### src/design/screen_macros.svh
`ifndef SCREEN_MACROS_SVH
`define SCREEN_MACROS_SVH

// horizontal raster in pixels
`define H_ACTIVE 64
`define H_TOTAL 80
`define H_SYNC_START 66
`define H_SYNC_END 72

// vertical raster in lines
`define V_ACTIVE 12
`define V_TOTAL 16
`define V_SYNC_START 13
`define V_SYNC_END 15

// words per half of the ping-pong buffer
`define BUFFER_WORDS 32

// register addresses
`define CFG_WIDTH 2'd0
`define CFG_HEIGHT 2'd1
`define CFG_MODE 2'd2
`define CFG_BORDER 2'd3

// mode register bits
`define MODE_GRAY 0
`define MODE_DOUBLE 1

`endif
### src/design/screenPkg.sv
package screenPkg;

  // one buffer word, two RGB565 pixels or four gray bytes
  // element 0 sits in the low bits in both views
  typedef union packed
  {
    logic [1:0][15:0] rgb;
    logic [3:0][7:0] gray;
  } bufferWord;

endpackage

### src/design/screenBuses.sv
interface rasterBus;
  logic [6:0] pixelIndex;
  logic [4:0] lineIndex;
  logic requestPixel;
  logic hSync;
  logic vSync;
  logic newScreen;
  logic newLine;

  modport source (output pixelIndex, lineIndex, requestPixel, hSync, vSync, newScreen, newLine);
  modport sink (input pixelIndex, lineIndex, requestPixel, hSync, vSync, newScreen, newLine);
endinterface

interface configBus;
  logic [6:0] graphicsWidth;
  logic [4:0] graphicsHeight;
  logic gray;
  logic double;
  // RGB565
  logic [15:0] borderColor;

  modport source (output graphicsWidth, graphicsHeight, gray, double, borderColor);
  modport sink (input graphicsWidth, graphicsHeight, gray, double, borderColor);
endinterface

### src/design/screens.sv
module screens (
  input  logic        pixelClockIn,
  input  logic        arstN,
  input  logic        cfgWrite,
  input  logic [1:0]  cfgAddress,
  input  logic [15:0] cfgData,
  input  logic        wordValid,
  input  logic [31:0] wordData,
  output logic        lineCredit,
  output logic [4:0]  red,
  output logic [5:0]  green,
  output logic [4:0]  blue,
  output logic        horizontalSync,
  output logic        verticalSync,
  output logic        activePixel
);
  import screenPkg::*;

  bufferWord readWord;
  logic [4:0] readAddress;
  logic [1:0] laneSelect;
  logic readAdvance;
  logic inWindow;

  rasterBus raster ();
  configBus configuration ();

  screenTiming timing (
    .pixelClockIn (pixelClockIn),
    .arstN        (arstN),
    .raster       (raster.source)
  );

  displayConfig registers (
    .pixelClockIn  (pixelClockIn),
    .arstN         (arstN),
    .raster        (raster.sink),
    .cfgWrite      (cfgWrite),
    .cfgAddress    (cfgAddress),
    .cfgData       (cfgData),
    .configuration (configuration.source)
  );

  lineBuffer buffer (
    .pixelClockIn  (pixelClockIn),
    .arstN         (arstN),
    .configuration (configuration.sink),
    .wordValid     (wordValid),
    .wordData      (wordData),
    .readAddress   (readAddress),
    .readAdvance   (readAdvance),
    .readWord      (readWord)
  );

  graphicsWindow window (
    .pixelClockIn  (pixelClockIn),
    .arstN         (arstN),
    .raster        (raster.sink),
    .configuration (configuration.sink),
    .inWindow      (inWindow),
    .readAddress   (readAddress),
    .laneSelect    (laneSelect),
    .readAdvance   (readAdvance),
    .lineCredit    (lineCredit)
  );

  pixelMixer mixer (
    .pixelClockIn   (pixelClockIn),
    .arstN          (arstN),
    .raster         (raster.sink),
    .configuration  (configuration.sink),
    .inWindow       (inWindow),
    .laneSelect     (laneSelect),
    .readWord       (readWord),
    .red            (red),
    .green          (green),
    .blue           (blue),
    .horizontalSync (horizontalSync),
    .verticalSync   (verticalSync),
    .activePixel    (activePixel)
  );

endmodule

### src/design/pixelMixer.sv
module pixelMixer (
  input  logic                 pixelClockIn,
  input  logic                 arstN,
  rasterBus.sink               raster,
  configBus.sink               configuration,
  input  logic                 inWindow,
  input  logic [1:0]           laneSelect,
  input  screenPkg::bufferWord readWord,
  output logic [4:0]           red,
  output logic [5:0]           green,
  output logic [4:0]           blue,
  output logic                 horizontalSync,
  output logic                 verticalSync,
  output logic                 activePixel
);

  logic [1:0] hSyncDelay;
  logic [1:0] vSyncDelay;
  logic [1:0] activeDelay;
  logic inWindowDelay;
  logic [1:0] laneDelay;
  logic [7:0] grayByte;
  logic [15:0] grayPixel;
  logic [15:0] windowPixel;
  logic [15:0] outputPixel;

  // two stages to meet the buffer read data
  always_ff @(posedge pixelClockIn or negedge arstN)
  begin
    if (!arstN)
    begin
      hSyncDelay <= 2'd0;
      vSyncDelay <= 2'd0;
      activeDelay <= 2'd0;
      inWindowDelay <= 1'b0;
      horizontalSync <= 1'b0;
      verticalSync <= 1'b0;
      activePixel <= 1'b0;
    end
    else
    begin
      hSyncDelay <= {hSyncDelay[0], raster.hSync};
      vSyncDelay <= {vSyncDelay[0], raster.vSync};
      activeDelay <= {activeDelay[0], raster.requestPixel};
      inWindowDelay <= inWindow;
      horizontalSync <= hSyncDelay[1];
      verticalSync <= vSyncDelay[1];
      activePixel <= activeDelay[1];
    end
  end

  always_comb
  begin
    grayByte = readWord.gray[laneDelay];
    // gray to RGB565 by keeping the top bits
    grayPixel = {grayByte[7:3], grayByte[7:2], grayByte[7:3]};
    windowPixel = configuration.gray ? grayPixel : readWord.rgb[laneDelay[0]];
    if (!activeDelay[1])
      outputPixel = 16'd0;
    else if (inWindowDelay)
      outputPixel = windowPixel;
    else
      outputPixel = configuration.borderColor;
  end

  always_ff @(posedge pixelClockIn)
  begin
    laneDelay <= laneSelect;
    red <= outputPixel[15:11];
    green <= outputPixel[10:5];
    blue <= outputPixel[4:0];
  end

endmodule

### src/design/graphicsWindow.sv
`include "screen_macros.svh"

module graphicsWindow (
  input  logic       pixelClockIn,
  input  logic       arstN,
  rasterBus.sink     raster,
  configBus.sink     configuration,
  output logic       inWindow,
  output logic [4:0] readAddress,
  output logic [1:0] laneSelect,
  output logic       readAdvance,
  output logic       lineCredit
);

  logic [6:0] leftMargin;
  logic [6:0] rightEdge;
  logic [4:0] topMargin;
  logic [4:0] bottomEdge;
  logic [6:0] columnCount;
  logic [6:0] column;
  logic [6:0] sourceColumn;
  logic windowHit;
  logic lastPixel;
  logic windowEnd;

  // centred window
  assign leftMargin = 7'((`H_ACTIVE - configuration.graphicsWidth) >> 1);
  assign rightEdge = leftMargin + configuration.graphicsWidth;
  assign topMargin = 5'((`V_ACTIVE - configuration.graphicsHeight) >> 1);
  assign bottomEdge = topMargin + configuration.graphicsHeight;

  assign windowHit = raster.requestPixel &&
                     (raster.pixelIndex >= leftMargin) && (raster.pixelIndex < rightEdge) &&
                     (raster.lineIndex >= topMargin) && (raster.lineIndex < bottomEdge);

  // pixel 0 of a line starts from an empty count
  assign column = raster.newLine ? 7'd0 : columnCount;
  assign sourceColumn = configuration.double ? column >> 1 : column;
  assign lastPixel = windowHit && (column == configuration.graphicsWidth - 7'd1);

  always_ff @(posedge pixelClockIn or negedge arstN)
  begin
    if (!arstN)
    begin
      columnCount <= 7'd0;
      inWindow <= 1'b0;
      windowEnd <= 1'b0;
    end
    else
    begin
      columnCount <= windowHit ? column + 7'd1 : column;
      inWindow <= windowHit;
      windowEnd <= lastPixel;
    end
  end

  always_ff @(posedge pixelClockIn)
  begin
    readAddress <= configuration.gray ? sourceColumn[6:2] : sourceColumn[5:1];
    laneSelect <= configuration.gray ? sourceColumn[1:0] : {1'b0, sourceColumn[0]};
  end

  // line fully read, hand the half back to the source
  assign readAdvance = windowEnd;
  assign lineCredit = windowEnd;

endmodule

### src/design/lineBuffer.sv
`include "screen_macros.svh"

module lineBuffer (
  input  logic                pixelClockIn,
  input  logic                arstN,
  configBus.sink              configuration,
  input  logic                wordValid,
  input  screenPkg::bufferWord wordData,
  input  logic [4:0]          readAddress,
  input  logic                readAdvance,
  output screenPkg::bufferWord readWord
);
  import screenPkg::*;

  bufferWord memory [2 * `BUFFER_WORDS];
  logic [6:0] sourcePixels;
  logic [5:0] wordsPerLine;
  logic [4:0] writePointer;
  logic writeHalf;
  logic readHalf;
  logic lineDone;

  // source pixels per line, then packed into words, both rounded up
  assign sourcePixels = configuration.double ? (configuration.graphicsWidth + 7'd1) >> 1
                                             : configuration.graphicsWidth;
  assign wordsPerLine = configuration.gray ? 6'((sourcePixels + 7'd3) >> 2)
                                           : 6'((sourcePixels + 7'd1) >> 1);
  assign lineDone = ({1'b0, writePointer} + 6'd1) >= wordsPerLine;

  always_ff @(posedge pixelClockIn)
  begin
    if (wordValid)
      memory[{writeHalf, writePointer}] <= wordData;
    readWord <= memory[{readHalf, readAddress}];
  end

  always_ff @(posedge pixelClockIn or negedge arstN)
  begin
    if (!arstN)
    begin
      writePointer <= 5'd0;
      writeHalf <= 1'b0;
      readHalf <= 1'b0;
    end
    else
    begin
      if (wordValid)
      begin
        writePointer <= lineDone ? 5'd0 : writePointer + 5'd1;
        writeHalf <= writeHalf ^ lineDone;
      end
      if (readAdvance)
        readHalf <= ~readHalf;
    end
  end

  // a word never lands beyond the line it belongs to
  writeInsideLine : assert property (@(posedge pixelClockIn) disable iff (!arstN)
    wordValid |-> ({1'b0, writePointer} < wordsPerLine) && (wordsPerLine <= `BUFFER_WORDS));

endmodule

### src/design/displayConfig.sv
`include "screen_macros.svh"

module displayConfig (
  input  logic        pixelClockIn,
  input  logic        arstN,
  rasterBus.sink      raster,
  input  logic        cfgWrite,
  input  logic [1:0]  cfgAddress,
  input  logic [15:0] cfgData,
  configBus.source    configuration
);

  logic [6:0] widthShadow;
  logic [6:0] widthActive;
  logic [4:0] heightShadow;
  logic [4:0] heightActive;
  logic [1:0] modeShadow;
  logic [1:0] modeActive;
  logic [15:0] borderShadow;
  logic [15:0] borderActive;

  always_ff @(posedge pixelClockIn or negedge arstN)
  begin
    if (!arstN)
    begin
      widthShadow <= 7'd0;
      heightShadow <= 5'd0;
      modeShadow <= 2'd0;
      borderShadow <= 16'd0;
      widthActive <= 7'd0;
      heightActive <= 5'd0;
      modeActive <= 2'd0;
      borderActive <= 16'd0;
    end
    else
    begin
      if (cfgWrite)
      begin
        case (cfgAddress)
          // oversized windows keep the previous size
          `CFG_WIDTH:
            if (cfgData <= `H_ACTIVE)
              widthShadow <= cfgData[6:0];
          `CFG_HEIGHT:
            if (cfgData <= `V_ACTIVE)
              heightShadow <= cfgData[4:0];
          `CFG_MODE:
            modeShadow <= cfgData[1:0];
          default:
            borderShadow <= cfgData;
        endcase
      end
      // frame boundary, so a frame is drawn with one setting
      if (raster.newScreen)
      begin
        widthActive <= widthShadow;
        heightActive <= heightShadow;
        modeActive <= modeShadow;
        borderActive <= borderShadow;
      end
    end
  end

  assign configuration.graphicsWidth = widthActive;
  assign configuration.graphicsHeight = heightActive;
  assign configuration.gray = modeActive[`MODE_GRAY];
  assign configuration.double = modeActive[`MODE_DOUBLE];
  assign configuration.borderColor = borderActive;

  windowFitsScreen : assert property (@(posedge pixelClockIn) disable iff (!arstN)
    (widthActive <= `H_ACTIVE) && (heightActive <= `V_ACTIVE));

endmodule

### src/design/screenTiming.sv
`include "screen_macros.svh"

module screenTiming (
  input  logic     pixelClockIn,
  input  logic     arstN,
  rasterBus.source raster
);

  logic [6:0] nextPixel;
  logic [4:0] nextLine;

  always_comb
  begin
    nextPixel = raster.pixelIndex + 7'd1;
    nextLine = raster.lineIndex;
    if (raster.pixelIndex == 7'(`H_TOTAL - 1))
    begin
      nextPixel = 7'd0;
      if (raster.lineIndex == 5'(`V_TOTAL - 1))
        nextLine = 5'd0;
      else
        nextLine = raster.lineIndex + 5'd1;
    end
  end

  // decode from the next position so every flag lines up with the counters
  always_ff @(posedge pixelClockIn or negedge arstN)
  begin
    if (!arstN)
    begin
      raster.pixelIndex <= 7'd0;
      raster.lineIndex <= 5'd0;
      raster.requestPixel <= 1'b0;
      raster.hSync <= 1'b0;
      raster.vSync <= 1'b0;
      raster.newScreen <= 1'b0;
      raster.newLine <= 1'b0;
    end
    else
    begin
      raster.pixelIndex <= nextPixel;
      raster.lineIndex <= nextLine;
      raster.requestPixel <= (nextPixel < `H_ACTIVE) && (nextLine < `V_ACTIVE);
      raster.hSync <= (nextPixel >= `H_SYNC_START) && (nextPixel < `H_SYNC_END);
      raster.vSync <= (nextLine >= `V_SYNC_START) && (nextLine < `V_SYNC_END);
      raster.newScreen <= (nextPixel == 7'd0) && (nextLine == 5'(`V_SYNC_START));
      raster.newLine <= (nextPixel == 7'd0);
    end
  end

  // sync pulse must sit in horizontal blanking
  hSyncInBlanking : assert property (@(posedge pixelClockIn) disable iff (!arstN)
    !(raster.hSync && raster.requestPixel));

endmodule

### config.mk
export PLATFORM = sky130hd
export DESIGN_NAME = screens
export DESIGN_NICKNAME = d
export VERILOG_FILES = /design/src/design/screenPkg.sv /design/src/design/screenBuses.sv /design/src/design/screens.sv /design/src/design/pixelMixer.sv /design/src/design/graphicsWindow.sv /design/src/design/lineBuffer.sv /design/src/design/displayConfig.sv /design/src/design/screenTiming.sv
export VERILOG_INCLUDE_DIRS = /design/src /design/src/design
export SDC_FILE = /design/constraint.sdc
export NUM_CORES = 2
export LEC_CHECK = 0
export BUFFER_PORTS_ARGS = -buffer_cell sky130_fd_sc_hd__buf_2
export CAP_MARGIN = 15
export CORE_MARGIN = 1
export CORE_UTILIZATION = 50
export DETAILED_ROUTE_END_ITERATION = 16
export GPL_ROUTABILITY_DRIVEN = 1
export MAX_ROUTING_LAYER = met4
export PLACE_DENSITY = 0.68
export SYNTH_ARGS = -nofsm -noshare
export SYNTH_HDL_FRONTEND = slang
export SYNTH_SLANG_ARGS = --single-unit
### constraint.sdc
create_clock -name pixelClockIn -period 3.75 [get_ports pixelClockIn]
set_input_delay 0.375 -clock pixelClockIn [delete_from_list [all_inputs] [get_ports pixelClockIn]]
set_output_delay 0.375 -clock pixelClockIn [all_outputs]
set_load 0.01 [all_outputs]
==> flow_metrics.tcl <==
set metrics [dict create \
    syn_inst 4007 \
    die_w_microns 416.2 \
    ir_worst_vdd_mv 0.4983 \
    synth_top_family_by_area "multiplexers" \
    synth_xor_area_frac 0.004260 \
    post-route-min-period_ps 3586 \
    slew_headroom 0.1747 \
    dieArea_sq_um 173200 \
    async_flop_share 0.04665 \
    wire_per_inst_microns 30.63 \
    yosysMostFrequentCell "edfxtp_1" \
    io_buffers 73 \
    synth_mux_area_frac 0.1503 \
    cts_buffer_depth 3 \
    routed_wl_microns 207900 \
    post-dp-hpwl_microns 121900 \
    synthSimpleGateAreaFrac 0.01889 \
    power_density_nw_per_um2 515.5 \
    post_synth.cell_area_avg_sq_um 21.41 \
    rows 151 \
    whs_ps 46.19 \
    grt_pass1_wl_microns 301700 \
    route.detailed.vias_per_inst 6.195 \
    place_area_sq_um 90450 \
    highest_layer "met4" \
    synthAdderAreaFrac 0.007235 \
    grt_overflow_total 0 \
    nets 4480 \
    rsz0062_at_grt "yes" \
    start_util 0.5050 \
    ioPinCount 74 \
    grt_pass1_vias 43080 \
    fin_area_sq_um 97990 \
    ys_ff_latch 2208 \
    drive_gt1_frac 0.3023 \
    synth_cell_types 81 \
    ys.flop_type "edfxtp_1" \
    htreeDepth 4 \
    syn_to_final_growth_pct 14.25 \
    syn_nets 4110 \
    grt_start_max_net_pins 66 \
    cts_tree "done" \
    path_cells "buf_4 > xnor2_2 > fa_2 > a221o_1 > o21ai_2 > o21bai_1 > a21oi_2 > xnor2_1 > ha_1 > a211oi_2 > o211ai_1 > nor2_1 > o311ai_4 > buf_6 > o31ai_2 > a21oi_2" \
    core_sq_um 169800 \
    cpMostUsedCell "a21oi_2" \
    clock_latency_ps 850 \
    yosysWarnings 0 \
    wl_met1_microns 81790 \
    die_height_microns 416.2 \
    cpPeakStageDelay_ps 450 \
    synthTopCellsByArea "edfxtp_1 (72%), mux4_2 (14%), dfrtp_1 (3.0%)" \
    cts-buffers-inserted 211 \
    drt_pre_antenna_iters 6 \
    cp_max_fo 6 \
    clock_sinks 2208 \
    grt_usage 0.2504 \
    hold_class "input port to flip-flop" \
    synth_edf_count 2048 \
    setup_viol 0 \
    clockRootBuffer "clkbuf_16" \
    worst_slew_pin_slew_ps 1238 \
    antenna_found_initial 8 \
    slowest_stage "dfrtp_2" \
    start_kind "flip-flop" \
    seq_area_frac_synth 0.7604 \
    hold_violations 0 \
    critPathCaptureType "flip-flop" \
    clk_pin_slew_ps 70 \
    clock_skew_ps 47.07 \
    ys_top_cells_by_count "edfxtp_1 (2048), mux4_2 (518), a21oi_1 (150)" \
    routabilityCongestion 0.9088 \
    synth_area_sq_um 85770 \
    yosys.area.top_type_share 0.7170 \
    drtIter0Drc 4919 \
    synth_compound_area_frac 0.04152 \
    maxSlewViolCount 0 \
    maxCapViolCount 0 \
    required_ps 4450 \
    fin_crit_sh 0.9564 \
    wl_met2_microns 102400 \
    critPathArrivalTime_ps 4280 \
    wl_met3_microns 16870 \
    fmax_mhz 278.8 \
    power_leakage_uw 0.03099 \
    ant_nets 0 \
    path_class "flip-flop to flip-flop" \
    status "completed" \
    num_vias 42055 \
    synth_top_area_cell "edfxtp_1" \
    drcViolationCount 0 \
]
## cells in the final DEF, fill, tap and decap left out, types with 24 or more instances in the layout
cell,netlist,layout
nand2b_1,40,40
inv_1,34,33
dfxtp_1,57,54
mux2_2,68,68
o221ai_1,31,31
dlygate4sd3_1,0,24
edfxtp_1,2048,2048
nor2_4,0,65
clkinv_1,1,47
buf_12,0,33
mux2i_1,46,46
clkbuf_16,0,214
clkbuf_1,77,48
a221oi_1,29,29
mux4_2,518,518
buf_4,12,246
nor2_1,128,63
ha_1,48,46
dfrtp_1,103,100
clkinv_2,0,32
o22ai_1,69,69
nand2_1,63,62
buf_2,71,72
a22o_1,53,53
a21oi_1,150,145
## cell type report
class                      instances  area, sq um
clock buffer                     268         5618
antenna                            5        12.51
clock inverter                   133         1395
tap                             2218         2775
timing repair buffer             377         3131
multi-input combinational       1543        19700
fill                           12114        71860
sequential                      2208        65230
inverter                          36        135.1
## logic make-up after synthesis
logic type	count (synthesis)
simple gates	332
mux	632
flops	2208
compound gates	490
fa+ha+maj	49
buf+inv	256
xor+xnor	40
## through the flow
stage	setup slack (ps)	setup TNS, ps	util	std cells	power, uW
after floorplan	3.644	0	-	4007	28440
after global placement	-18.61	-53.89	0.5325	6348	29450
after detailed placement	-43.76	-43.76	0.5325	6348	29500
after CTS	1.850	0	0.5751	6769	50760
after global routing	-82.04	-322.6	0.5769	6786	51780
final	163.6	0	0.5769	6788	50510
## per-layer routing
metal,global-route usage,vias up
li1,-,17605
met5,-,-
met4,0.08281,0
met1,0.3288,22320
met2,0.3940,1782
met3,0.05171,348
## state kept, by name, summed over array words and instances (netlist names), 2 cells and up
name                                    cells
mixer.blue                                  5
buffer.writePointer                         5
timing.raster.lineIndex                     5
mixer.laneDelay                             2
buffer.memory                            2048
registers.configuration.graphicsWidth       7
timing.raster.pixelIndex                    7
registers.modeShadow                        2
mixer.vSyncDelay                            2
registers.heightShadow                      5
mixer.activeDelay                           2
mixer.green                                 6
registers.borderShadow                     16
registers.modeActive                        2
registers.widthShadow                       7
window.columnCount                          7
mixer.red                                   5
buffer.readWord                            32
mixer.hSyncDelay                            2
window.laneSelect                           2
registers.configuration.borderColor        16
registers.configuration.graphicsHeight      5
window.readAddress                          5
## what timing repair did
item | 4_1_cts | 5_1_grt
setup buffers | 0 | 4
setup endpoints to repair | 2 | 11
pin swaps | 1 | 18
gates resized for setup | 3 | 24
hold buffers | 20 | 4
cloned | 0 | 0
endpoints found under the hold margin | 97 | 46
## worst max-delay path, delay by kind of cell (launching register included)
| kind | cells | cell delay (ps) |
|---|---|---|
| xor gates and xnor gates | 2 | 290 |
| DFF | 1 | 450 |
| and+or+nand+nor | 1 | 190 |
| buffers and inverters | 2 | 360 |
| adders and majority gates | 2 | 620 |
| AOI/OAI and AO/OA | 9 | 1500 |
## report_power, final
| part | internal [uW] | leakage (uW) | switching, uW | total [uW] |
|---|---|---|---|---|
| clock network | 12200 | 0.00338 | 9260 | 21500 |
| logic | 492 | 0.00736 | 1110 | 1600 |
| registers | 27300 | 0.0203 | 155 | 27400 |
| total | 40000 | 0.0310 | 10500 | 50500 |
## final timing paths
path                                                                       from                                   to  slack (ps)  depth (start not counted)
max                        registers.configuration.graphicsWidth[2]$_DFFE_PN0P_      window.columnCount[6]$_DFF_PN0_         160                         16
min                                                                 wordData[9]       buffer.memory[53][9]$_DFFE_PP_          50                          1
max reg2reg                registers.configuration.graphicsWidth[2]$_DFFE_PN0P_      window.columnCount[6]$_DFF_PN0_         160                         16
min reg2reg                                        window.laneSelect[0]$_DFF_P_           mixer.laneDelay[0]$_DFF_P_         330                          0
max in group asynchronous                                                 arstN  registers.modeActive[0]$_DFFE_PN0P_        2680                          3
min in group asynchronous                                                 arstN       mixer.activeDelay[0]$_DFF_PN0_         200                          2
Note: power is estimated with default switching activity, not from simulation.
